==> config.mk <==
export PLATFORM = sky130hd
export DESIGN_NAME = gb_joypad_flat
export DESIGN_NICKNAME = d
export VERILOG_FILES = /design/src/gb_pkg.sv /design/src/gb_bus_if.sv /design/src/gb_joypad.sv /design/src/flat_wrapper.sv
export SDC_FILE = /design/constraint.sdc
export NUM_CORES = 1
export LEC_CHECK = 0
export ABC_AREA = 1
export BUFFER_PORTS_ARGS = -buffer_cell sky130_fd_sc_hd__buf_2
export CAP_MARGIN = 20
export CELL_PAD_IN_SITES_DETAIL_PLACEMENT = 0
export CELL_PAD_IN_SITES_GLOBAL_PLACEMENT = 1
export CORE_AREA = 2 2 50 52
export DETAILED_ROUTE_END_ITERATION = 8
export DIE_AREA = 0 0 52 54
export PLACE_DENSITY_LB_ADDON = 0.1
export SETUP_SLACK_MARGIN = 0.02
export SYNTH_ARGS = -nofsm -noshare
export SYNTH_HDL_FRONTEND = slang
export SYNTH_SLANG_ARGS = --single-unit
export TNS_END_PERCENT = 20
==> constraint.sdc <==
create_clock -name clk_cpu -period 1.6 [get_ports clk_cpu]
set_input_delay 0.32 -clock clk_cpu [delete_from_list [all_inputs] [get_ports clk_cpu]]
set_output_delay 0.32 -clock clk_cpu [all_outputs]
set_load 0.005 [all_outputs]
==> src/gb_pkg.sv <==
// shared bus types, register addresses and interrupt constants for the system bus core
`default_nettype none

package gb_pkg;

	// ------------------------------------------------------------
	// widths with a meaning
	// ------------------------------------------------------------

	localparam int NUM_IRQ = 5; // vblank, lcdc, timer, serial, joypad

	typedef logic [15:0] addr_t;          // cpu address
	typedef logic [7:0]  data_t;          // one bus byte
	typedef logic [NUM_IRQ-1:0] irq_mask_t; // bit 0 vblank .. bit 4 joypad
	typedef logic [14:0] wram_addr_t;     // physical wram, 8 banks of 4k
	typedef logic [2:0]  wram_bank_t;     // svbk bank number
	typedef logic [6:0]  hram_addr_t;     // ff80..fffe offset
	typedef logic [3:0]  joy_t;           // p10..p13 lines

	// ------------------------------------------------------------
	// io register addresses
	// ------------------------------------------------------------

	localparam addr_t REG_P1   = 16'hff00; // joypad select / lines
	localparam addr_t REG_IF   = 16'hff0f; // interrupt flags
	localparam addr_t REG_BOOT = 16'hff50; // boot rom disable
	localparam addr_t REG_SVBK = 16'hff70; // wram bank, colour only
	localparam addr_t REG_IE   = 16'hffff; // interrupt enable

	// ------------------------------------------------------------
	// interrupt vectors
	// ------------------------------------------------------------

	// source n jumps to base + step * n
	localparam data_t IRQ_VEC_BASE = 8'h40;
	localparam int unsigned IRQ_VEC_STEP = 8;
	localparam data_t IRQ_VEC_NONE = 8'h55; // nothing pending

	// ------------------------------------------------------------
	// misc bus values
	// ------------------------------------------------------------

	localparam data_t FAST_BOOT_FLAG = 8'h42; // seen by boot code at ff50
	localparam data_t OPEN_BUS       = 8'hff; // nothing drives the bus
	localparam data_t BOOT_OFF_GBC   = 8'h11; // colour boot rom exit value

endpackage : gb_pkg

`default_nettype wire
==> src/gb_bus_if.sv <==
// decoded cpu access, carried from the address decoder to the register and ram blocks
`timescale 1ns/1ps
`default_nettype none

interface gb_bus_if;
	import gb_pkg::*;

	addr_t addr;  // raw cpu address, ram blocks use the low bits
	data_t wdata; // cpu write data
	logic wr;
	logic rd;

	// one-hot region selects
	logic sel_p1;
	logic sel_if;
	logic sel_ie;
	logic sel_svbk;
	logic sel_wram; // c000..fdfx incl. echo
	logic sel_hram; // ff80..fffe

	modport decoder (
		output addr, wdata, wr, rd,
		output sel_p1, sel_if, sel_ie, sel_svbk, sel_wram, sel_hram
	);

	modport target (
		input addr, wdata, wr, rd,
		input sel_p1, sel_if, sel_ie, sel_svbk, sel_wram, sel_hram
	);

endinterface : gb_bus_if

`default_nettype wire

==> src/gb_joypad.sv <==
// joypad p1 select register, input line synchroniser and falling edge interrupt
`timescale 1ns/1ps
`default_nettype none

module gb_joypad (
	input  logic          clk_cpu,
	input  logic          reset_r,
	gb_bus_if.target      bus,
	input  gb_pkg::joy_t  joy_din,
	output gb_pkg::data_t p1_rdata,
	output logic [1:0]    joy_p54,
	output logic          joy_irq
);
	import gb_pkg::*;

	logic [1:0] p54_r;  // row select, active low
	joy_t       joy_s1; // sync stage 1
	joy_t       joy_s2; // sync stage 2
	joy_t       joy_old;

	always_ff @(posedge clk_cpu) begin
		if (reset_r) begin
			p54_r   <= 2'b11;   // no row selected
			joy_s1  <= '1;      // lines idle high
			joy_s2  <= '1;
			joy_old <= '1;
			joy_irq <= 1'b0;
		end else begin
			if (bus.sel_p1 && bus.wr)
				p54_r <= bus.wdata[5:4];
			joy_s1  <= joy_din;
			joy_s2  <= joy_s1;
			joy_old <= joy_s2;
			joy_irq <= |(joy_old & ~joy_s2); // any line went low
		end
	end

	assign joy_p54  = p54_r;
	assign p1_rdata = {2'b11, p54_r, joy_din}; // lines read live

endmodule : gb_joypad

`default_nettype wire

==> src/flat_wrapper.sv <==
// flat-port wrapper written by rule: the top's interface ports become plain ports
module gb_joypad_flat import gb_pkg::*;
  (clk_cpu, reset_r, joy_din, p1_rdata, joy_p54, joy_irq, bus_addr, bus_wdata, bus_wr, bus_rd, bus_sel_p1, bus_sel_if, bus_sel_ie, bus_sel_svbk, bus_sel_wram, bus_sel_hram);
  gb_bus_if bus_i ();
  input  logic clk_cpu;
  input  logic reset_r;
  input  gb_pkg::joy_t joy_din;
  output gb_pkg::data_t p1_rdata;
  output logic [1:0] joy_p54;
  output logic joy_irq;
  input wire logic [$bits(bus_i.addr)-1:0] bus_addr;
  input wire logic [$bits(bus_i.wdata)-1:0] bus_wdata;
  input wire logic [$bits(bus_i.wr)-1:0] bus_wr;
  input wire logic [$bits(bus_i.rd)-1:0] bus_rd;
  input wire logic [$bits(bus_i.sel_p1)-1:0] bus_sel_p1;
  input wire logic [$bits(bus_i.sel_if)-1:0] bus_sel_if;
  input wire logic [$bits(bus_i.sel_ie)-1:0] bus_sel_ie;
  input wire logic [$bits(bus_i.sel_svbk)-1:0] bus_sel_svbk;
  input wire logic [$bits(bus_i.sel_wram)-1:0] bus_sel_wram;
  input wire logic [$bits(bus_i.sel_hram)-1:0] bus_sel_hram;
  assign bus_i.addr = bus_addr;
  assign bus_i.wdata = bus_wdata;
  assign bus_i.wr = bus_wr;
  assign bus_i.rd = bus_rd;
  assign bus_i.sel_p1 = bus_sel_p1;
  assign bus_i.sel_if = bus_sel_if;
  assign bus_i.sel_ie = bus_sel_ie;
  assign bus_i.sel_svbk = bus_sel_svbk;
  assign bus_i.sel_wram = bus_sel_wram;
  assign bus_i.sel_hram = bus_sel_hram;
  gb_joypad u_core (.clk_cpu(clk_cpu), .reset_r(reset_r), .bus(bus_i), .joy_din(joy_din), .p1_rdata(p1_rdata), .joy_p54(joy_p54), .joy_irq(joy_irq));
endmodule
==> results.rst <==
.. list-table::
   :header-rows: 1

   * - Metric
     - Value
   * - R2r startpoint
     - u_core.joy_s2[3]
   * - Fin. max-slew vios
     - 0
   * - Overflow left after global routing
     - 0
   * - Max Fclk
     - 941 MHz
   * - Detailed placement HPWL
     - 502 µm
   * - Cell Area, Synth
     - 520 µm²
   * - Min-delay src
     - joy_din[3]
   * - Hold-fix buffer count after cts
     - 0
   * - Setup crit end kind
     - output port
   * - Crit path launch type
     - register
   * - Cts repair resizes
     - 0
   * - TritonCTS Sinks
     - 15
   * - Count of state elements after synthesis
     - 15
   * - Commonest non-fill, non-tap cell in the layout
     - sky130_fd_sc_hd__buf_2
   * - Gate Count Post-Synth
     - 57
   * - Portion of the post-synthesis area used by sequential elements
     - 57.7%
   * - Max stage delay cell, worst path
     - sky130_fd_sc_hd__dfxtp_1
   * - CP cell instances
     - buf_2
   * - Syn. warnings
     - 0
   * - Die outline height
     - 54 µm
   * - Critical Path Source
     - u_core.joy_p54[1]
   * - Gate family responsible for the most delay along the worst path
     - flip-flops
   * - Reported leakage power
     - 0.317 nW
   * - Final design instance area without fill
     - 618 µm²
   * - Via count of the first global-routing pass
     - 285
   * - CTS tree
     - yes
   * - Root Buffer Master
     - sky130_fd_sc_hd__clkbuf_4
   * - Final critical-path share of the clock period
     - 66.4%
   * - Clock Tree Buf Depth
     - 2
   * - Post-synthesis cell type count
     - 9
   * - Insertion delay of the later-clocked pin in the worst-skew pair
     - 0.28 ns
   * - Reg2reg setup slack
     - 0.92 ns
   * - Synth Area per Inst
     - 9.13 µm²
   * - Placed cell count
     - 98
   * - Maximum vdd ir drop
     - 0.534 mV
   * - Port-buffer cells
     - 18
   * - Post-detailed-placement cell area
     - 592 µm²
   * - Count of nets after finishing
     - 111
   * - Worst-path fanout max
     - 3
   * - Num rows
     - 18
   * - Floorplan die area
     - 2810 µm²
   * - Register cell area after layout
     - 300 µm²
   * - Via density
     - 3.29
   * - Post-CTS Setup Repair Bufs
     - 0
   * - Buffers and inverters on the worst path
     - 1
   * - Max-cap violations
     - 0
   * - Inserted Clock Buffers
     - 3
   * - Min Clock Period, post-route
     - 1.06 ns
   * - Hold Crit Class
     - primary input to register
   * - First-pass GRT wire length
     - 1190 µm
   * - Worst Clk Skew
     - 0.00567 ns
   * - Number of antenna cells inserted
     - 0
   * - Largest net degree at the start of global routing
     - 11
   * - DRC
     - 0
   * - Die span in x
     - 52 µm
   * - Core Box Area
     - 2320 µm²
   * - Fill cell count
     - 256
   * - Area overhead of the layout relative to synthesis
     - 18.8%
   * - Routed WL
     - 696 µm
   * - IO Count
     - 49
   * - Detail Route Antenna Nets
     - 0
   * - GP Congestion
     - 0.611
   * - Hold Fails Final Rpt
     - 0
   * - Status
     - finished clean
   * - Data required time at the worst endpoint
     - 1.28 ns
   * - Number of standard cells in the layout, taps in and fillers out
     - 102
   * - Per-cell routed wire length
     - 6.82 µm
   * - Global-route total usage across every layer
     - 6.40%
   * - Total negative setup slack
     - 0 ns
   * - Detailed Routing Iterations Pass 1
     - 3
   * - Initial standard-cell utilization of the core
     - 22.4%
   * - Final count of negative-setup-slack endpoints
     - 0
   * - Vias
     - 336
   * - Critical path arrival
     - 0.74 ns
   * - Worst setup path class
     - register to output port
   * - Area taken by multi-input logic gates
     - 141 µm²
   * - DRC marker count from the first detailed-route iteration
     - 8
   * - Power per standard cell area
     - 1060 nW/µm²
   * - Reg clk slew, reported paths
     - 0.09 ns
   * - Initial antenna violation count
     - 0
   * - RSZ-0062 raised after global routing
     - false
   * - Layout cells sized above 1
     - 33.3%
   * - CTS HTree Levels
     - 1
   * - Commonest cells after routing, fill and taps aside
     - sky130_fd_sc_hd__buf_2 (18), sky130_fd_sc_hd__nand2_1 (15), sky130_fd_sc_hd__dfxtp_1 (15), sky130_fd_sc_hd__or2_1 (8), sky130_fd_sc_hd__inv_1 (5)
   * - Stage delay of the slowest cell on the critical path
     - 0.35 ns
## logic make-up after synthesis
family	share of synthesized area, %
AND/OR/NAND/NOR	25.7
flip-flops	57.7
other	0.720
buffers and inverters	15.9
## metrics by stage
step                setup slack (ns)  utilization, %  hold slack (ns)  power [mW]
CTS                            0.516            26.6            0.217       0.674
floorplan                      0.830               -            0.383       0.445
global route                   0.447            26.6            0.206       0.704
detailed placement             0.745            25.5            0.389       0.460
global placement               0.746            25.5            0.386       0.460
finish                         0.537            26.6            0.227       0.656
## cell type report
| type | count | share of cell area, % |
|---|---|---|
| sequential | 15 | 48.6 |
| multi-input combinational | 29 | 22.9 |
| timing repair buffer | 18 | 14.6 |
| inverter | 6 | 3.64 |
| clock buffer | 4 | 4.25 |
| tap | 30 | 6.07 |
## path summary, 6_finish.rpt
kind,to,cells past startpoint
hold / removal,u_core.joy_s1[3],2
setup reg to reg,u_core.joy_irq,5
setup / recovery,joy_p54[1],1
hold reg to reg,u_core.joy_s2[2],1
## state kept, by name, indices dropped and copies added, names as in the netlist
signal	flops
u_core.joy_old	4
u_core.joy_s1	4
u_core.joy_s2	4
u_core.joy_p54	2
u_core.joy_irq	1
## per-layer routing
metal,track usage (%),up-vias,part of all wire [%]
li1,-,187,-
met1,7.07,134,51
met2,8.44,13,38
met3,4.17,2,8.5
met4,5.26,0,2.4
met5,0,-,0
## cell usage after synthesis, drive strengths merged
library cell  instances  area [µm²]
nand3                 2        20.0
buf                   8        60.1
or2                   8        50.1
nor2                  2        7.51
dfxtp                15         300
inv                   6        22.5
conb                  1        3.75
nand2                15        56.3
## report_power, final
group | internal (mW) | switching (mW) | total (mW)
logic | 0.0276 | 0.0269 | 0.0545
clock network | 0.0966 | 0.110 | 0.207
registers | 0.390 | 0.00460 | 0.395
total | 0.514 | 0.142 | 0.656
No activity file was read; power rests on OpenSTA's default activity.
