[src/gb_pkg.sv]
// shared bus types, register addresses and interrupt constants for the system bus core
`default_nettype none

package gb_pkg;

	// ------------------------------------------------------------
	// widths with a meaning
	// ------------------------------------------------------------

	localparam int NUM_IRQ = 5; // vblank, lcdc, timer, serial, joypad

	typedef logic [15:0] addr_t;          // cpu address
	typedef logic [7:0]  data_t;          // one bus byte
	typedef logic [NUM_IRQ-1:0] irq_mask_t; // bit 0 vblank .. bit 4 joypad
	typedef logic [14:0] wram_addr_t;     // physical wram, 8 banks of 4k
	typedef logic [2:0]  wram_bank_t;     // svbk bank number
	typedef logic [6:0]  hram_addr_t;     // ff80..fffe offset
	typedef logic [3:0]  joy_t;           // p10..p13 lines

	// ------------------------------------------------------------
	// io register addresses
	// ------------------------------------------------------------

	localparam addr_t REG_P1   = 16'hff00; // joypad select / lines
	localparam addr_t REG_IF   = 16'hff0f; // interrupt flags
	localparam addr_t REG_BOOT = 16'hff50; // boot rom disable
	localparam addr_t REG_SVBK = 16'hff70; // wram bank, colour only
	localparam addr_t REG_IE   = 16'hffff; // interrupt enable

	// ------------------------------------------------------------
	// interrupt vectors
	// ------------------------------------------------------------

	// source n jumps to base + step * n
	localparam data_t IRQ_VEC_BASE = 8'h40;
	localparam int unsigned IRQ_VEC_STEP = 8;
	localparam data_t IRQ_VEC_NONE = 8'h55; // nothing pending

	// ------------------------------------------------------------
	// misc bus values
	// ------------------------------------------------------------

	localparam data_t FAST_BOOT_FLAG = 8'h42; // seen by boot code at ff50
	localparam data_t OPEN_BUS       = 8'hff; // nothing drives the bus
	localparam data_t BOOT_OFF_GBC   = 8'h11; // colour boot rom exit value

endpackage : gb_pkg

`default_nettype wire
[src/gb_bus_if.sv]
// decoded cpu access, carried from the address decoder to the register and ram blocks
`timescale 1ns/1ps
`default_nettype none

interface gb_bus_if;
	import gb_pkg::*;

	addr_t addr;  // raw cpu address, ram blocks use the low bits
	data_t wdata; // cpu write data
	logic wr;
	logic rd;

	// one-hot region selects
	logic sel_p1;
	logic sel_if;
	logic sel_ie;
	logic sel_svbk;
	logic sel_wram; // c000..fdfx incl. echo
	logic sel_hram; // ff80..fffe

	modport decoder (
		output addr, wdata, wr, rd,
		output sel_p1, sel_if, sel_ie, sel_svbk, sel_wram, sel_hram
	);

	modport target (
		input addr, wdata, wr, rd,
		input sel_p1, sel_if, sel_ie, sel_svbk, sel_wram, sel_hram
	);

endinterface : gb_bus_if

`default_nettype wire

[src/gb_irq_ctrl.sv]
// interrupt flag and enable registers, request edge capture, priority vector and acknowledge
`timescale 1ns/1ps
`default_nettype none

module gb_irq_ctrl (
	input  logic          clk_cpu,
	input  logic          reset_r,
	gb_bus_if.target      bus,
	input  logic [3:0]    irq_ext,   // vblank, lcdc, timer, serial
	input  logic          joy_irq,   // already a one cycle pulse
	input  logic          irq_ack,
	output gb_pkg::data_t if_rdata,
	output gb_pkg::data_t ie_rdata,
	output logic          irq,
	output gb_pkg::data_t irq_vec
);
	import gb_pkg::*;

	irq_mask_t  if_r;
	irq_mask_t  ie_r;
	irq_mask_t  if_next;
	irq_mask_t  pending;  // flagged and enabled
	irq_mask_t  ack_clr;  // lowest pending bit
	logic [3:0] req_s;    // sampled request lines
	logic [3:0] req_d;    // previous sample
	logic [3:0] req_rise_q;
	logic       ack_q;

	// ------------------------------------------------------------
	// request edges
	// ------------------------------------------------------------

	// rise seen between sample and delay, then one more stage into if
	always_ff @(posedge clk_cpu) begin
		if (reset_r) begin
			req_s      <= '0;
			req_d      <= '0;
			req_rise_q <= '0;
			ack_q      <= 1'b0;
		end else begin
			req_s      <= irq_ext;
			req_d      <= req_s;
			req_rise_q <= req_s & ~req_d;
			ack_q      <= irq_ack;
		end
	end

	// ------------------------------------------------------------
	// flag and enable registers
	// ------------------------------------------------------------

	assign pending = if_r & ie_r;
	assign ack_clr = pending & (~pending + irq_mask_t'(1)); // isolate lowest set bit

	always_comb begin
		if_next = if_r | {joy_irq, req_rise_q};
		if (ack_q && !irq_ack)
			if_next = if_next & ~ack_clr; // ack just ended
		if (bus.sel_if && bus.wr)
			if_next = irq_mask_t'(bus.wdata[NUM_IRQ-1:0]); // cpu write wins
	end

	always_ff @(posedge clk_cpu) begin
		if (reset_r) begin
			if_r <= '0;
			ie_r <= '0;
		end else begin
			if_r <= if_next;
			if (bus.sel_ie && bus.wr)
				ie_r <= irq_mask_t'(bus.wdata[NUM_IRQ-1:0]);
		end
	end

	assign if_rdata = {3'b111, if_r}; // unused bits read high
	assign ie_rdata = {3'b000, ie_r};

	// ------------------------------------------------------------
	// cpu side
	// ------------------------------------------------------------

	assign irq = |pending;

	// walk down so the lowest index is left last
	always_comb begin
		irq_vec = IRQ_VEC_NONE;
		for (int i = NUM_IRQ - 1; i >= 0; i--) begin
			if (pending[i])
				irq_vec = data_t'(IRQ_VEC_BASE + IRQ_VEC_STEP * i);
		end
	end

endmodule : gb_irq_ctrl

`default_nettype wire

[src/flat_wrapper.sv]
// flat-port wrapper written by rule: the top's interface ports become plain ports
module gb_irq_ctrl_flat import gb_pkg::*;
  (clk_cpu, reset_r, irq_ext, joy_irq, irq_ack, if_rdata, ie_rdata, irq, irq_vec, bus_addr, bus_wdata, bus_wr, bus_rd, bus_sel_p1, bus_sel_if, bus_sel_ie, bus_sel_svbk, bus_sel_wram, bus_sel_hram);
  gb_bus_if bus_i ();
  input  logic clk_cpu;
  input  logic reset_r;
  input  logic [3:0] irq_ext;
  input  logic joy_irq;
  input  logic irq_ack;
  output gb_pkg::data_t if_rdata;
  output gb_pkg::data_t ie_rdata;
  output logic irq;
  output gb_pkg::data_t irq_vec;
  input wire logic [$bits(bus_i.addr)-1:0] bus_addr;
  input wire logic [$bits(bus_i.wdata)-1:0] bus_wdata;
  input wire logic [$bits(bus_i.wr)-1:0] bus_wr;
  input wire logic [$bits(bus_i.rd)-1:0] bus_rd;
  input wire logic [$bits(bus_i.sel_p1)-1:0] bus_sel_p1;
  input wire logic [$bits(bus_i.sel_if)-1:0] bus_sel_if;
  input wire logic [$bits(bus_i.sel_ie)-1:0] bus_sel_ie;
  input wire logic [$bits(bus_i.sel_svbk)-1:0] bus_sel_svbk;
  input wire logic [$bits(bus_i.sel_wram)-1:0] bus_sel_wram;
  input wire logic [$bits(bus_i.sel_hram)-1:0] bus_sel_hram;
  assign bus_i.addr = bus_addr;
  assign bus_i.wdata = bus_wdata;
  assign bus_i.wr = bus_wr;
  assign bus_i.rd = bus_rd;
  assign bus_i.sel_p1 = bus_sel_p1;
  assign bus_i.sel_if = bus_sel_if;
  assign bus_i.sel_ie = bus_sel_ie;
  assign bus_i.sel_svbk = bus_sel_svbk;
  assign bus_i.sel_wram = bus_sel_wram;
  assign bus_i.sel_hram = bus_sel_hram;
  gb_irq_ctrl u_core (.clk_cpu(clk_cpu), .reset_r(reset_r), .bus(bus_i), .irq_ext(irq_ext), .joy_irq(joy_irq), .irq_ack(irq_ack), .if_rdata(if_rdata), .ie_rdata(ie_rdata), .irq(irq), .irq_vec(irq_vec));
endmodule
[config.mk]
export PLATFORM = sky130hd
export DESIGN_NAME = gb_irq_ctrl_flat
export DESIGN_NICKNAME = d
export VERILOG_FILES = /design/src/gb_pkg.sv /design/src/gb_bus_if.sv /design/src/gb_irq_ctrl.sv /design/src/flat_wrapper.sv
export SDC_FILE = /design/constraint.sdc
export NUM_CORES = 1
export LEC_CHECK = 0
export BUFFER_PORTS_ARGS = -buffer_cell sky130_fd_sc_hd__buf_2
export CAP_MARGIN = 5
export CELL_PAD_IN_SITES_DETAIL_PLACEMENT = 0
export CELL_PAD_IN_SITES_GLOBAL_PLACEMENT = 1
export CORE_UTILIZATION = 25
export CTS_BUF_LIST = sky130_fd_sc_hd__clkbuf_4 sky130_fd_sc_hd__clkbuf_8 sky130_fd_sc_hd__clkbuf_16
export DETAILED_ROUTE_END_ITERATION = 12
export GPL_TIMING_DRIVEN = 0
export PLACE_DENSITY_LB_ADDON = 0.1
export RECOVER_POWER = 25
export SLEW_MARGIN = 40
export SYNTH_ARGS = -nofsm -noshare
export SYNTH_HDL_FRONTEND = slang
export SYNTH_SLANG_ARGS = --single-unit
export TNS_END_PERCENT = 5
[constraint.sdc]
create_clock -name clk_cpu -period 1.08 [get_ports clk_cpu]
set_input_delay 0 -clock clk_cpu [delete_from_list [all_inputs] [get_ports clk_cpu]]
set_output_delay 0 -clock clk_cpu [all_outputs]
set_load 0.05 [all_outputs]
==> results.txt <==
----------------------------------------------------
[Run status]
  Run status ... finished, violations left
  Violated checks ... setup timing

[Setup path]
  Element type at the critical path end ... output port
  Required time at the endpoint of the critical path ... 1.08 ns
  Critical Path Fanout Max ... 4
  Crit Path Class ... reg -> out
  Worst r2r src ... u_core.ie_r[1]
  Critical path launch point type ... register
  Launch point of the critical path ... u_core.ie_r[1]
  WP data arrival ... 1.35 ns

[Global route]
  First-pass GRT wire length ... 3.62 mm
  Number of antenna violations at the first check in global routing ... 0
  Pin count of the biggest net entering global routing ... 15
  Overall track demand over capacity in global routing ... 11.5%
  Number of global-route vias before repair ... 801
  Residual overflow from global routing ... 0

[Timing]
  Final Max Tran Viols ... 0
  Shortest period the worst path allows ... 1.35 ns
  Final period utilization ... 125%
  Tightest hold margin ... 0.0121 ns
  Post-Route Setup TNS ... -1.69 ns
  Final number of setup-violating endpoints ... 9
  Top achievable clock speed ... 0.740 GHz
  Worst clock skew ... 0.00350 ns
  RSZ-0062 raised after global routing ... yes
  Endpoints failing hold ... 0
  Worst setup slack after layout ... -0.271 ns

[Synth]
  Post-Syn Instances ... 102
  FF+latch count, synth ... 23
  Sequential element share of the synthesized area ... 47.7%
  Number of warnings issued by yosys ... 0
  Post-synth EDFFs ... 0
  Netlist cell types ... 28
  Most used flip-flop cell after synthesis ... sky130_fd_sc_hd__dfxtp_1
  Post-Synthesis Cell Area ... 966 um^2
  Mean instance size in the synthesized netlist ... 9.47 um^2
  Fraction of registers with async set or reset after synthesis ... 0%

[Final layout]
  Area growth syn-to-layout ... 56.0%
  Inserted Diodes ... 0
  Fill cell count ... 387
  Storage cell area ... 488 um^2
  Fraction of final layout cells sized beyond drive strength 1 ... 47.5%
  Area used by multi-input combinational logic ... 480 um^2
  Non-filler instance count after layout ... 206
  Number of nets in the finished design ... 199
  Area of all placed cells without fillers ... 0.00151 mm^2
  Fraction of the core area covered by cells at the end of the flow ... 40.8%

[Route]
  Routed wire length on met2 ... 1.07 mm
  Sum of routed wire segments on met1 ... 1.01 mm
  Number of detailed-route iterations in the first pass ... 4
  Final wirelength ... 2.24 mm
  Routed Antenna Nets ... 0
  Wire per inst ... 10.9 um
  Top metal layer carrying routed signals ... met4
  Routed vias ... 863
  Vias/cell ... 4.19
  DRC violation count after routing ... 0
  Violation count after the first detailed-route iteration ... 29
  Wire length on met3 ... 140 um

[Pwr]
  Psw ... 599 uW
  PD cells ... 1280 mW/mm^2
  Leakage power ... 0.667 nW
  Clock network power share ... 27.7%
  Total power after layout ... 1.93 mW
  Internal power consumption ... 1.33 mW
  Part of the total power dissipated in sequential elements ... 47.9%
  Comb pwr share ... 24.3%
  VDD IR-drop max ... 0.000762 V
  Switching power as a share of total power ... 31.1%

[CTS]
  TritonCTS buffer count ... 3
  Number of levels the H-tree was split into ... 1
  Number of sinks on the clock net ... 23
  Clock tree buffer depth ... 2
  Clock root cell ... sky130_fd_sc_hd__clkbuf_8
  Clock-pin slew of the registers on the worst-case setup and hold paths ... 0.08 ns
  Worst skew pair latency ... 0.26 ns
  Clock tree from TritonCTS ... built

[Placement]
  Inst Count DP ... 187
  Number of port buffers ... 30
  Post-DP Area ... 0.00127 mm^2
  DP Worst Slack ... -0.178 ns
  DP Wirelength ... 1.62 mm
  Final weighted congestion in routability-driven placement ... 0.715

[Floorplanning]
  Area of the placeable core ... 0.00369 mm^2
  Chip Width ... 64.2 um
  Die area ... 0.00412 mm^2
  Number of rows created at floorplan ... 22
  Number of placed I/O pins ... 65
  Height of the die ... 64.2 um
  Effective utilization at floorplan ... 26.2%

[Hold path]
  Worst min-delay path startpoint ... bus_wdata[3]
  Worst hold path type ... in -> reg

[Job]
  Max Cap Viol ... 0

----------------------------------------------------
[state kept, by name, summed over array words and instances (netlist names)]
signal	count
u_core.ie_r	5
u_core.if_r	5
u_core.req_d	4
u_core.req_rise_q	4
u_core.req_s	4
u_core.ack_q	1
[placed cells by master, fill, tap and decap left out, types with 2 or more instances in the layout]
cell type                        n
sky130_fd_sc_hd__clkbuf_8        3
sky130_fd_sc_hd__buf_2          24
sky130_fd_sc_hd__a21oi_1         7
sky130_fd_sc_hd__nand2_1         9
sky130_fd_sc_hd__dfxtp_2         4
sky130_fd_sc_hd__conb_1          9
sky130_fd_sc_hd__o21ai_0         2
sky130_fd_sc_hd__o32ai_1         2
sky130_fd_sc_hd__nand3_1         8
sky130_fd_sc_hd__nor2b_1        13
sky130_fd_sc_hd__dfxtp_4         6
sky130_fd_sc_hd__dfxtp_1        13
sky130_fd_sc_hd__buf_6           4
sky130_fd_sc_hd__buf_4          17
sky130_fd_sc_hd__dlygate4sd3_1  10
sky130_fd_sc_hd__buf_8           2
sky130_fd_sc_hd__o221ai_1        2
[per-layer routing]
layer / GRT usage, % / up-vias
li1: - / 451
met1: 13.2 / 381
met2: 20.3 / 29
met3: 3.75 / 2
met4: 3.33 / 0
met5: 0 / -
[synthesized netlist by cell type, drive strengths merged (2+ instances only)]
master  number  area [um^2]
nand2       11         41.3
dfxtp       23          460
and2         2         12.5
nor2         2         7.51
conb         2         7.51
nand2b       2         15.0
nor2b       13         81.3
nand3        8         40.0
buf         13          101
a21oi        7         35.0
o221ai       2         17.5
o32ai        3         33.8
o21ai        2         10.0
a22o         2         26.3
[timing repair]
action                                 4_1_cts  5_1_grt
endpoints found under the hold margin       12        0
pin swaps                                    5        1
setup buffers                                3        2
setup endpoints to repair                    9       10
hold buffers                                10        0
resized for setup                           13        5
[worst max-delay path: stages, from the launching register on]
cell and delay [ns]:
sky130_fd_sc_hd__dfxtp_4 0.35, sky130_fd_sc_hd__a22o_4 0.28, sky130_fd_sc_hd__inv_2 0.06, sky130_fd_sc_hd__and3_4 0.18
sky130_fd_sc_hd__buf_8 0.09, sky130_fd_sc_hd__buf_8 0.13
[cell type report]
cell class | count | area share (%)
sequential | 23 | 32.4
clock buffer | 3 | 2.74
timing repair buffer | 45 | 21.1
clock inverter | 1 | 0.415
multi-input combinational | 72 | 31.9
buffer | 13 | 7.23
tap | 48 | 3.99
inverter | 1 | 0.249
[power by group through the flow]
stage               Clock, mW  Combinational [mW]  Sequential [mW]
floorplan                   0               0.241             1.02
global placement            0               0.403            0.948
detailed placement          0               0.406            0.948
CTS                     0.571               0.462            0.924
global route            0.625               0.497            0.931
finish                  0.535               0.469            0.924
[path summary, 6_finish.rpt]
kind                                              to  slack, ns  depth (start not counted)
worst max register to register        u_core.if_r[4]      -0.18                          4
worst max-delay path                      irq_vec[2]      -0.27                          5
worst min-delay path                  u_core.ie_r[3]       0.01                          3
worst min register to register  u_core.req_rise_q[1]       0.38                          1
[cell families (layout without fill, tap and decap cells)]
family,after synthesis,after routing,synth area share (%)
flip-flops,23,23,47.7
AO/OA/AOI/OAI,19,19,15.0
other,2,9,0.777
buffers and inverters,14,63,10.9
AND/OR/NAND/NOR,44,44,25.6
Power figures use the tool's default switching activity.
