### config.mk
export PLATFORM = sky130hd
export DESIGN_NAME = gb_bus_decode_flat
export DESIGN_NICKNAME = d
export VERILOG_FILES = /design/src/gb_pkg.sv /design/src/gb_bus_if.sv /design/src/gb_bus_decode.sv /design/src/flat_wrapper.sv
export SDC_FILE = /design/constraint.sdc
export NUM_CORES = 1
export LEC_CHECK = 0
export BUFFER_PORTS_ARGS = -buffer_cell sky130_fd_sc_hd__clkbuf_2
export CORE_ASPECT_RATIO = 1.1
export CORE_MARGIN = 3
export CORE_UTILIZATION = 35
export CTS_BUF_LIST = sky130_fd_sc_hd__clkbuf_4 sky130_fd_sc_hd__clkbuf_8
export DETAILED_ROUTE_END_ITERATION = 8
export PLACE_DENSITY = 0.79
export REMOVE_ABC_BUFFERS = 1
export SLEW_MARGIN = 20
export SYNTH_ARGS = -nofsm -noshare
export SYNTH_HDL_FRONTEND = slang
export SYNTH_SLANG_ARGS = --single-unit
### constraint.sdc
create_clock -name clk_cpu -period 2.7 [get_ports clk_cpu]
set_input_delay 0.54 -clock clk_cpu [delete_from_list [all_inputs] [get_ports clk_cpu]]
set_output_delay 0.54 -clock clk_cpu [all_outputs]
set_load 0.01 [all_outputs]
### src/gb_pkg.sv
// shared bus types, register addresses and interrupt constants for the system bus core
`default_nettype none

package gb_pkg;

	// ------------------------------------------------------------
	// widths with a meaning
	// ------------------------------------------------------------

	localparam int NUM_IRQ = 5; // vblank, lcdc, timer, serial, joypad

	typedef logic [15:0] addr_t;          // cpu address
	typedef logic [7:0]  data_t;          // one bus byte
	typedef logic [NUM_IRQ-1:0] irq_mask_t; // bit 0 vblank .. bit 4 joypad
	typedef logic [14:0] wram_addr_t;     // physical wram, 8 banks of 4k
	typedef logic [2:0]  wram_bank_t;     // svbk bank number
	typedef logic [6:0]  hram_addr_t;     // ff80..fffe offset
	typedef logic [3:0]  joy_t;           // p10..p13 lines

	// ------------------------------------------------------------
	// io register addresses
	// ------------------------------------------------------------

	localparam addr_t REG_P1   = 16'hff00; // joypad select / lines
	localparam addr_t REG_IF   = 16'hff0f; // interrupt flags
	localparam addr_t REG_BOOT = 16'hff50; // boot rom disable
	localparam addr_t REG_SVBK = 16'hff70; // wram bank, colour only
	localparam addr_t REG_IE   = 16'hffff; // interrupt enable

	// ------------------------------------------------------------
	// interrupt vectors
	// ------------------------------------------------------------

	// source n jumps to base + step * n
	localparam data_t IRQ_VEC_BASE = 8'h40;
	localparam int unsigned IRQ_VEC_STEP = 8;
	localparam data_t IRQ_VEC_NONE = 8'h55; // nothing pending

	// ------------------------------------------------------------
	// misc bus values
	// ------------------------------------------------------------

	localparam data_t FAST_BOOT_FLAG = 8'h42; // seen by boot code at ff50
	localparam data_t OPEN_BUS       = 8'hff; // nothing drives the bus
	localparam data_t BOOT_OFF_GBC   = 8'h11; // colour boot rom exit value

endpackage : gb_pkg

`default_nettype wire
### src/gb_bus_if.sv
// decoded cpu access, carried from the address decoder to the register and ram blocks
`timescale 1ns/1ps
`default_nettype none

interface gb_bus_if;
	import gb_pkg::*;

	addr_t addr;  // raw cpu address, ram blocks use the low bits
	data_t wdata; // cpu write data
	logic wr;
	logic rd;

	// one-hot region selects
	logic sel_p1;
	logic sel_if;
	logic sel_ie;
	logic sel_svbk;
	logic sel_wram; // c000..fdfx incl. echo
	logic sel_hram; // ff80..fffe

	modport decoder (
		output addr, wdata, wr, rd,
		output sel_p1, sel_if, sel_ie, sel_svbk, sel_wram, sel_hram
	);

	modport target (
		input addr, wdata, wr, rd,
		input sel_p1, sel_if, sel_ie, sel_svbk, sel_wram, sel_hram
	);

endinterface : gb_bus_if

`default_nettype wire

### src/gb_bus_decode.sv
// address map decode, boot rom overlay control, cartridge bus and registered read mux
`timescale 1ns/1ps
`default_nettype none

module gb_bus_decode (
	input  logic           clk_cpu,
	input  logic           reset_r,
	input  logic           is_gbc,
	input  logic           fast_boot,
	input  gb_pkg::addr_t  cpu_addr,
	input  gb_pkg::data_t  cpu_do,
	input  logic           cpu_rd,
	input  logic           cpu_wr,
	gb_bus_if.decoder      bus,
	input  gb_pkg::data_t  p1_rdata,
	input  gb_pkg::data_t  if_rdata,
	input  gb_pkg::data_t  ie_rdata,
	input  gb_pkg::data_t  svbk_rdata,
	input  gb_pkg::data_t  ram_rdata,
	input  gb_pkg::data_t  cart_do,
	input  gb_pkg::data_t  boot_do,
	output gb_pkg::data_t  cpu_di,
	output gb_pkg::addr_t  cart_addr,
	output gb_pkg::data_t  cart_di,
	output logic           cart_rd,
	output logic           cart_wr,
	output logic [7:0]     boot_addr,
	output logic           boot_rom_active
);
	import gb_pkg::*;

	logic  sel_cart;   // rom 0000..7fff or cart ram a000..bfff
	logic  sel_boot;   // ff50
	logic  boot_hit;   // overlay answers this read
	logic  sel_ram;    // data comes from a sync ram next cycle
	logic  boot_en_r;
	data_t rd_mux;     // combinational sources at the read edge
	data_t rdata_q;
	logic  src_ram_q;

	// ------------------------------------------------------------
	// region decode
	// ------------------------------------------------------------

	assign sel_cart = ~cpu_addr[15] || (cpu_addr[15:13] == 3'b101);
	assign sel_boot = (cpu_addr == REG_BOOT);
	assign boot_hit = boot_en_r && (cpu_addr[15:8] == 8'h00);

	assign bus.addr     = cpu_addr;
	assign bus.wdata    = cpu_do;
	assign bus.wr       = cpu_wr;
	assign bus.rd       = cpu_rd;
	assign bus.sel_p1   = (cpu_addr == REG_P1);
	assign bus.sel_if   = (cpu_addr == REG_IF);
	assign bus.sel_ie   = (cpu_addr == REG_IE);
	assign bus.sel_svbk = (cpu_addr == REG_SVBK);
	// c000..fdff, the fe page and up excluded
	assign bus.sel_wram = (cpu_addr[15:14] == 2'b11) && ~&cpu_addr[13:9];
	assign bus.sel_hram = (cpu_addr[15:7] == 9'h1ff) && (cpu_addr != REG_IE);

	assign sel_ram = bus.sel_wram || bus.sel_hram;

	// ------------------------------------------------------------
	// cartridge and boot rom pins
	// ------------------------------------------------------------

	assign cart_addr = cpu_addr;
	assign cart_di   = cpu_do;
	assign cart_rd   = cpu_rd && sel_cart && !boot_hit; // overlay hides the cart
	assign cart_wr   = cpu_wr && sel_cart;   // mbc writes go through always
	assign boot_addr = cpu_addr[7:0];
	assign boot_rom_active = boot_en_r;

	// mono exits on bit 0, colour needs the full 11h
	always_ff @(posedge clk_cpu) begin
		if (reset_r) begin
			boot_en_r <= 1'b1;
		end else if (cpu_wr && sel_boot) begin
			if (is_gbc ? (cpu_do == BOOT_OFF_GBC) : cpu_do[0])
				boot_en_r <= 1'b0;
		end
	end

	// ------------------------------------------------------------
	// read mux
	// ------------------------------------------------------------

	always_comb begin
		if (boot_hit)
			rd_mux = boot_do;
		else if (sel_cart)
			rd_mux = cart_do;
		else if (bus.sel_p1)
			rd_mux = p1_rdata;
		else if (bus.sel_if)
			rd_mux = if_rdata;
		else if (bus.sel_ie)
			rd_mux = ie_rdata;
		else if (bus.sel_svbk)
			rd_mux = svbk_rdata;
		else if (sel_boot && fast_boot && boot_en_r)
			rd_mux = FAST_BOOT_FLAG; // boot code skips the logo
		else
			rd_mux = OPEN_BUS;       // unmapped io reads ff
	end

	// sample at the read edge, hold until the next read
	always_ff @(posedge clk_cpu) begin
		if (reset_r) begin
			rdata_q   <= OPEN_BUS;
			src_ram_q <= 1'b0;
		end else if (cpu_rd) begin
			rdata_q   <= rd_mux;
			src_ram_q <= sel_ram;
		end
	end

	assign cpu_di = src_ram_q ? ram_rdata : rdata_q; // ram output already registered

endmodule : gb_bus_decode

`default_nettype wire

### src/flat_wrapper.sv
// flat-port wrapper written by rule: the top's interface ports become plain ports
module gb_bus_decode_flat import gb_pkg::*;
  (clk_cpu, reset_r, is_gbc, fast_boot, cpu_addr, cpu_do, cpu_rd, cpu_wr, p1_rdata, if_rdata, ie_rdata, svbk_rdata, ram_rdata, cart_do, boot_do, cpu_di, cart_addr, cart_di, cart_rd, cart_wr, boot_addr, boot_rom_active, bus_addr, bus_wdata, bus_wr, bus_rd, bus_sel_p1, bus_sel_if, bus_sel_ie, bus_sel_svbk, bus_sel_wram, bus_sel_hram);
  gb_bus_if bus_i ();
  input  logic clk_cpu;
  input  logic reset_r;
  input  logic is_gbc;
  input  logic fast_boot;
  input  gb_pkg::addr_t cpu_addr;
  input  gb_pkg::data_t cpu_do;
  input  logic cpu_rd;
  input  logic cpu_wr;
  input  gb_pkg::data_t p1_rdata;
  input  gb_pkg::data_t if_rdata;
  input  gb_pkg::data_t ie_rdata;
  input  gb_pkg::data_t svbk_rdata;
  input  gb_pkg::data_t ram_rdata;
  input  gb_pkg::data_t cart_do;
  input  gb_pkg::data_t boot_do;
  output gb_pkg::data_t cpu_di;
  output gb_pkg::addr_t cart_addr;
  output gb_pkg::data_t cart_di;
  output logic cart_rd;
  output logic cart_wr;
  output logic [7:0] boot_addr;
  output logic boot_rom_active;
  output wire logic [$bits(bus_i.addr)-1:0] bus_addr;
  output wire logic [$bits(bus_i.wdata)-1:0] bus_wdata;
  output wire logic [$bits(bus_i.wr)-1:0] bus_wr;
  output wire logic [$bits(bus_i.rd)-1:0] bus_rd;
  output wire logic [$bits(bus_i.sel_p1)-1:0] bus_sel_p1;
  output wire logic [$bits(bus_i.sel_if)-1:0] bus_sel_if;
  output wire logic [$bits(bus_i.sel_ie)-1:0] bus_sel_ie;
  output wire logic [$bits(bus_i.sel_svbk)-1:0] bus_sel_svbk;
  output wire logic [$bits(bus_i.sel_wram)-1:0] bus_sel_wram;
  output wire logic [$bits(bus_i.sel_hram)-1:0] bus_sel_hram;
  assign bus_addr = bus_i.addr;
  assign bus_wdata = bus_i.wdata;
  assign bus_wr = bus_i.wr;
  assign bus_rd = bus_i.rd;
  assign bus_sel_p1 = bus_i.sel_p1;
  assign bus_sel_if = bus_i.sel_if;
  assign bus_sel_ie = bus_i.sel_ie;
  assign bus_sel_svbk = bus_i.sel_svbk;
  assign bus_sel_wram = bus_i.sel_wram;
  assign bus_sel_hram = bus_i.sel_hram;
  gb_bus_decode u_core (.clk_cpu(clk_cpu), .reset_r(reset_r), .is_gbc(is_gbc), .fast_boot(fast_boot), .cpu_addr(cpu_addr), .cpu_do(cpu_do), .cpu_rd(cpu_rd), .cpu_wr(cpu_wr), .bus(bus_i), .p1_rdata(p1_rdata), .if_rdata(if_rdata), .ie_rdata(ie_rdata), .svbk_rdata(svbk_rdata), .ram_rdata(ram_rdata), .cart_do(cart_do), .boot_do(boot_do), .cpu_di(cpu_di), .cart_addr(cart_addr), .cart_di(cart_di), .cart_rd(cart_rd), .cart_wr(cart_wr), .boot_addr(boot_addr), .boot_rom_active(boot_rom_active));
endmodule
==> results.txt, run 1 <==
CP max FO -> 9
CTS buffer count -> 3
status -> finished clean
IO Port Bufs -> 160
via/cell ratio -> 4.972
Overflow after GRT -> 0
final instance area -> 2107 um2
Mapped Avg Cell Area -> 6.943 um2
Worst-path clk slew -> 0.04 ns
Slowest-stage cell, CP -> or4_4
Root Driver -> clkbuf_8
min Tclk post-route -> 2.552 ns
synth top area cells -> buf_4 (27%), dfxtp_1 (12%), nor2_1 (7.4%)
placed cell area -> 2066 um2
Req. time, crit path -> 2.16 ns
Hold Path Class -> reg2reg
sequential share of the synthesized area -> 0.1227
Slew headroom -> 0.7207
yosys warns -> 0
Cell Chain, Critical Path -> clkbuf_2 -> or4_4 -> or4_4 -> nor2_1 -> clkbuf_2
Synth Cell Area -> 1632 um2
endpoints failing setup -> 0
# rows -> 25
Commonest cells post-synth -> buf_4 (58), nor2_1 (32), a21oi_1 (17)
RePlAce Congestion -> 0.8338
Arrival @ worst endpoint -> 2.01 ns
die height -> 77.61 um
antenna violations before repair -> 0
Global Route Usage Sum -> 0.1864
pins over their slew limit -> 0
drt first pass iters -> 4
CP Launch Type -> primary input
Leakage -> 1.108 nW
layout cells sized above 1 -> 0.5476
skew final -> 0.0004535 ns
Synth top area share -> 0.2669
RSZ-0062 raised after global routing -> false
largest net degree at the start of global routing -> 23
io pins -> 161
crit path kind -> in2out
Max Root-Sink Buffers -> 2
Worst VDD drop -> 0.1267 mV
Die Width -> 71.10 um
DP HPWL -> 4.747 mm
clk_lat worst skew -> 0.23 ns
asr flop ratio synth -> 0
Hold-fix buffers, CTS -> 0
cell with the most instances after synthesis -> buf_4
DIE AREA -> 5518 um2
endpoint class of the critical path -> output pin
Unique masters post-synth -> 37
Detailed Route WL -> 5.434 mm
worst hold margin -> 0.5024 ns
Least-Margin Pin Slew -> 0.4184 ns
Gate Count Post-Synth -> 235
Post-CTS Setup Bufs -> 0
n_diodes -> 0
cts repair resizes -> 0
Post-synth EDFFs -> 0
initial core utilization -> 0.3699
top_reg_cell synth -> dfxtp_1
DRC viols -> 0
CTS tree -> yes
DRT iter0 DRCs -> 89
Tcrit/Tclk final -> 0.9451
Cell Pwr Density -> 271.2 nW/um2
P&R area growth vs syn -> 29.14%
H-tree lvl count -> 1
Vias -> 1939
cell taking the most area after synthesis -> buf_4
first-pass GRT wire length -> 8.514 mm
clk sinks -> 10
Synth Register Bits -> 10
Routed Antenna Nets -> 0
Final Hold Fails -> 0
Nets -> 424
max cap viols -> 0
WL per Instance -> 13.93 um
Setup WS post-layout -> 0.1482 ns
core region area -> 4410 um2
CP max stage delay -> 0.60 ns
Filler cells -> 467
maximum clock rate -> 391.9 MHz
vias in the first global route -> 1813
pre-CTS setup slack -> 0.1487 ns
[metal layers]
metal  up-vias  routed length [um]  track usage
met2       101                2614       0.3163
met5         -                   0            0
met4         0                  63      0.04511
met1       833                2233       0.2374
li1        998                   -            -
met3         7                 521      0.04145
[layout by cell type (no fill, tap or decap), types with 4 or more instances in the layout]
cell type and instances:
a21oi_1 17, a221o_1 5, a31oi_1 7, a32oi_1 5, buf_4 7, clkbuf_2 160
dfxtp_1 10, inv_1 10, mux2_2 8, nand2_1 10, nand4_1 4, nor2_1 32
o21ai_0 13, o221ai_1 6
[cell type report]
type,instances,area [um2],area share
multi-input cells,146,907.1,0.4305
repair buffers,167,853.3,0.4050
flip-flops and latches,10,200.2,0.09501
well taps,54,67.56,0.03207
clock buffers,3,41.29,0.01960
inverters,10,37.54,0.01781
[registers in the layout, summed over array words and instances, names as in the netlist]
signal	flops
u_core.boot_rom_active	1
u_core.src_ram_q	1
u_core.rdata_q	8
[per-stage QoR]
step / std cells / total power, W / TNS, ns / util
floorplan: 166 / 0.0002444 / -0.3215 / -
global placement: 387 / 0.0004248 / 0 / 0.4684
detailed placement: 387 / 0.0004278 / 0 / 0.4684
CTS: 390 / 0.0005755 / 0 / 0.4777
global route: 390 / 0.0006151 / 0 / 0.4777
finish: 390 / 0.0005713 / 0 / 0.4777
[path summary, 6_finish.rpt]
check	to	cells past startpoint	startpoint	slack [ns]
max	bus_sel_if	5	cpu_addr[4]	0.15
max reg2reg	u_core.rdata_q[1]	5	u_core.boot_rom_active	1.31
min	u_core.rdata_q[6]	2	u_core.rdata_q[6]	0.50
min reg2reg	u_core.rdata_q[6]	2	u_core.rdata_q[6]	0.50
[critical path: cells and delay by family]
kind	cells	cell delay [ns]
buffers and inverters	2	0.27
AND/OR/NAND/NOR	3	1.20
[report_power, final]
group | internal, W | total, W | switching (W)
clock network | 0.0000969 | 0.000147 | 0.0000500
logic | 0.000123 | 0.000256 | 0.000134
registers | 0.000158 | 0.000168 | 0.00000961
total | 0.000378 | 0.000571 | 0.000193
[logic make-up (layout without fill, tap and decap cells)]
family,after synthesis,count (layout),synth area share
simple gates,75,75,0.2393
flops,10,10,0.1227
mux,8,8,0.05522
compound gates,63,63,0.2577
buf+inv,79,180,0.3252
Note: power is estimated with default switching activity, not from simulation.
==> run 2: changes to the inputs <==
Settings changed: BUFFER_PORTS_ARGS -buffer_cell sky130_fd_sc_hd__clkbuf_2 to -buffer_cell sky130_fd_sc_hd__buf_4.
==> results.txt, run 2 (synthesized netlist as in run 1, its figures left out) <==
Nets -> 423
maximum clock rate -> 395.5 MHz
Vias -> 1954
Hold Crit Depth -> 2
antenna violations before repair -> 0
R2R setup slack -> 1.27 ns
cts repair resizes -> 0
Detailed Route WL -> 5.795 mm
drt first pass iters -> 4
endpoints failing setup -> 0
status -> finished clean
io pins -> 161
min Tclk post-route -> 2.529 ns
Post-CTS Setup Bufs -> 0
Leakage -> 1.207 nW
Inst Count DP -> 386
P&R area growth vs syn -> 53.22%
skew final -> 0.001688 ns
Most flops, register -> u_core.rdata_q
CTS tree -> yes
DIE AREA -> 5518 um2
placed cell area -> 2459 um2
RePlAce Congestion -> 0.8840
worst hold margin -> 0.5021 ns
Max Root-Sink Buffers -> 2
WL per Instance -> 14.90 um
Hold-fix buffers, CTS -> 0
Pwr Total -> 0.0006394 W
Req. time, crit path -> 2.16 ns
Worst-path clk slew -> 0.04 ns
Worst Reg2Reg Path Length in Cells -> 5
most frequent cells in the layout -> buf_4 (166), nor2_1 (32), a21oi_1 (17)
endpoint class of the critical path -> output pin
die height -> 77.61 um
Cell Pwr Density -> 255.8 nW/um2
# rows -> 25
CP Launch Type -> primary input
clk sinks -> 10
DRC viols -> 0
largest net degree at the start of global routing -> 23
CTS buffer count -> 3
max cap viols -> 0
Worst VDD drop -> 0.1461 mV
first-pass GRT wire length -> 9.280 mm
CP max FO -> 9
core region area -> 4410 um2
final non-filler cell total -> 389
Root Driver -> clkbuf_8
FF/Latch Area -> 200.2 um2
pins over their slew limit -> 0
vias in the first global route -> 1950
most common cell after layout, fill and taps aside -> buf_4
area of the multi-input gates -> 907.1 um2
Global Route Usage Sum -> 0.2027
crit path kind -> in2out
clk_lat worst skew -> 0.23 ns
max reg flops -> 8
Tcrit/Tclk final -> 0.9366
Die Width -> 71.10 um
n_diodes -> 0
via/cell ratio -> 5.023
Arrival @ worst endpoint -> 1.99 ns
Routed Antenna Nets -> 0
DP HPWL -> 4.940 mm
Slew headroom -> 0.7156
layout cells sized above 1 -> 0.5463
RSZ-0062 raised after global routing -> false
Overflow after GRT -> 0
fin util -> 0.5668
Filler cells -> 447
initial core utilization -> 0.3699
IO Port Bufs -> 160
H-tree lvl count -> 1
final instance area -> 2500 um2
Least-Margin Pin Slew -> 0.4260 ns
DRT iter0 DRCs -> 124
Hold Path Class -> reg2reg
Final Hold Fails -> 0
run 2: per-layer routing:
| metal | track usage | vias to the layer above | routed length (um) | share of wire |
|---|---|---|---|---|
| met1 | 0.2494 | 845 | 2311 | 0.40 |
| li1 | - | 998 | - | - |
| met3 | 0.06088 | 7 | 604 | 0.10 |
| met5 | 0 | - | 0 | 0 |
| met4 | 0.04511 | 0 | 56 | 0.0097 |
| met2 | 0.3451 | 104 | 2823 | 0.49 |
run 2: per-stage QoR:
stage,setup slack [ns],TNS [ns]
after floorplan,-0.1979,-0.3215
after global placement,0.1719,0
after detailed placement,0.1683,0
after CTS,0.1658,0
after global routing,0.06569,0
final,0.1713,0
run 2: cell type report:
type,instances,share of cell area
clock buffer,3,0.01652
sequential,10,0.08008
tap,54,0.02703
timing repair buffer,166,0.4985
inverter,10,0.01502
multi-input combinational,146,0.3629
run 2: final timing paths:
path	from	end
setup / recovery	cpu_addr[4]	bus_sel_if
hold / removal	u_core.rdata_q[6]	u_core.rdata_q[6]
setup reg to reg	u_core.boot_rom_active	u_core.rdata_q[1]
hold reg to reg	u_core.rdata_q[6]	u_core.rdata_q[6]
run 2: power by group:
| group | switching (W) | leakage [nW] | total (W) | internal (W) |
|---|---|---|---|---|
| registers | 0.00000972 | 0.0827 | 0.000168 | 0.000159 |
| logic | 0.000137 | 1.10 | 0.000325 | 0.000189 |
| clock network | 0.0000490 | 0.0216 | 0.000146 | 0.0000968 |
run 2: worst max-delay path: stages:
cell and delay (ns):
buf_4 0.13, or4_4 0.58, or4_4 0.51, nor2_1 0.10
buf_4 0.13
==> run 3: changes to the inputs <==
Settings changed: PLACE_DENSITY 0.79 to 0.88.
==> results.txt, run 3 (synthesized netlist as in run 1, its figures left out) <==
status -> finished clean
initial core utilization -> 0.3699
most frequent cells in the layout -> buf_4 (165), nor2_1 (32), a21oi_1 (17)
DRT iter0 DRCs -> 135
placed cell area -> 2451 um2
CTS buffer count -> 3
Max Root-Sink Buffers -> 2
Switching Power -> 0.0002074 W
Req. time, crit path -> 2.16 ns
max cap viols -> 0
largest net degree at the start of global routing -> 23
Slew headroom -> 0.7070
IO Port Bufs -> 160
n_diodes -> 0
Most flops, register -> u_core.rdata_q
Tcrit/Tclk final -> 0.9479
Combinational Power Share -> 0.503
CP Launch Type -> primary input
Routed Antenna Nets -> 0
DIE AREA -> 5518 um2
antenna violations before repair -> 0
Cell Pwr Density -> 261.7 nW/um2
DP HPWL -> 5.268 mm
Setup WS post-layout -> 0.1406 ns
Hold Path Class -> reg2reg
Worst VDD drop -> 0.1236 mV
vias in the first global route -> 1954
drt first pass iters -> 4
first-pass GRT wire length -> 9.356 mm
Detailed Route WL -> 6.228 mm
RePlAce Congestion -> 0.8249
io pins -> 161
crit path kind -> in2out
WL per Instance -> 16.05 um
Global Route Usage Sum -> 0.2064
H-tree lvl count -> 1
Post-CTS Setup Bufs -> 0
Root Driver -> clkbuf_8
Leakage -> 1.203 nW
CTS tree -> yes
# rows -> 25
FF/Latch Area -> 200.2 um2
max reg flops -> 8
DRC viols -> 0
Least-Margin Pin Slew -> 0.4389 ns
clk sinks -> 10
clock network power share -> 0.240
sw frac -> 0.3179
internal power -> 0.0004448 W
area of the multi-input gates -> 907.1 um2
Final Hold Fails -> 0
Vias -> 2039
final instance area -> 2492 um2
Worst-path clk slew -> 0.05 ns
skew final -> 0.001569 ns
P&R area growth vs syn -> 52.76%
layout cells sized above 1 -> 0.5449
sequential power share -> 0.257
die height -> 77.61 um
maximum clock rate -> 390.7 MHz
via/cell ratio -> 5.255
clk_lat worst skew -> 0.24 ns
CP max FO -> 9
Nets -> 422
endpoints failing setup -> 0
worst hold margin -> 0.5076 ns
min Tclk post-route -> 2.559 ns
Filler cells -> 420
Overflow after GRT -> 0
Die Width -> 71.10 um
endpoint class of the critical path -> output pin
Arrival @ worst endpoint -> 2.02 ns
RSZ-0062 raised after global routing -> false
pre-CTS setup slack -> 0.1574 ns
Pwr Total -> 0.0006522 W
Hold-fix buffers, CTS -> 0
pins over their slew limit -> 0
most common cell after layout, fill and taps aside -> buf_4
cts repair resizes -> 0
core region area -> 4410 um2
run 3: final timing paths:
check	startpoint	to	slack [ns]	cells after the start
max	cpu_addr[4]	bus_sel_if	0.14	5
min	u_core.rdata_q[6]	u_core.rdata_q[6]	0.51	2
max reg2reg	u_core.boot_rom_active	u_core.rdata_q[1]	1.33	5
min reg2reg	u_core.rdata_q[6]	u_core.rdata_q[6]	0.51	2
run 3: layout make-up:
cell class / count / share of cell area
Tap cell: 54 / 0.02711
Sequential cell: 10 / 0.08032
Timing Repair Buffer: 165 / 0.4970
Clock buffer: 3 / 0.01657
Inverter: 10 / 0.01506
Multi-Input combinational cell: 146 / 0.3640
run 3: critical path, stage by stage:
cell and delay (ns):
buf_4 0.13, or4_4 0.58, or4_4 0.50, nor2_1 0.12, buf_4 0.14
run 3: power by group through the flow:
stage,combinational [W],clock (W),sequential (W)
2_1_floorplan,0.0000772,0,0.000167
3_3_place_gp,0.000324,0,0.000170
3_5_place_dp,0.000328,0,0.000170
4_1_cts,0.000330,0.000157,0.000168
5_1_grt,0.000354,0.000163,0.000168
6_report,0.000328,0.000157,0.000168
run 3: per-stage QoR:
| step | util | cells | setup TNS (ns) |
|---|---|---|---|
| finish | 0.5651 | 388 | 0 |
| global route | 0.5651 | 388 | 0 |
| CTS | 0.5651 | 388 | 0 |
| detailed placement | 0.5557 | 385 | 0 |
| global placement | 0.5557 | 385 | 0 |
| floorplan | - | 166 | -0.3215 |
run 3: metal layers:
layer,track usage,part of all wire,vias to the layer above
li1,-,-,994
met1,0.2385,0.39,939
met2,0.3776,0.51,101
met3,0.04793,0.087,5
met4,0.05075,0.0083,0
met5,0,0,-
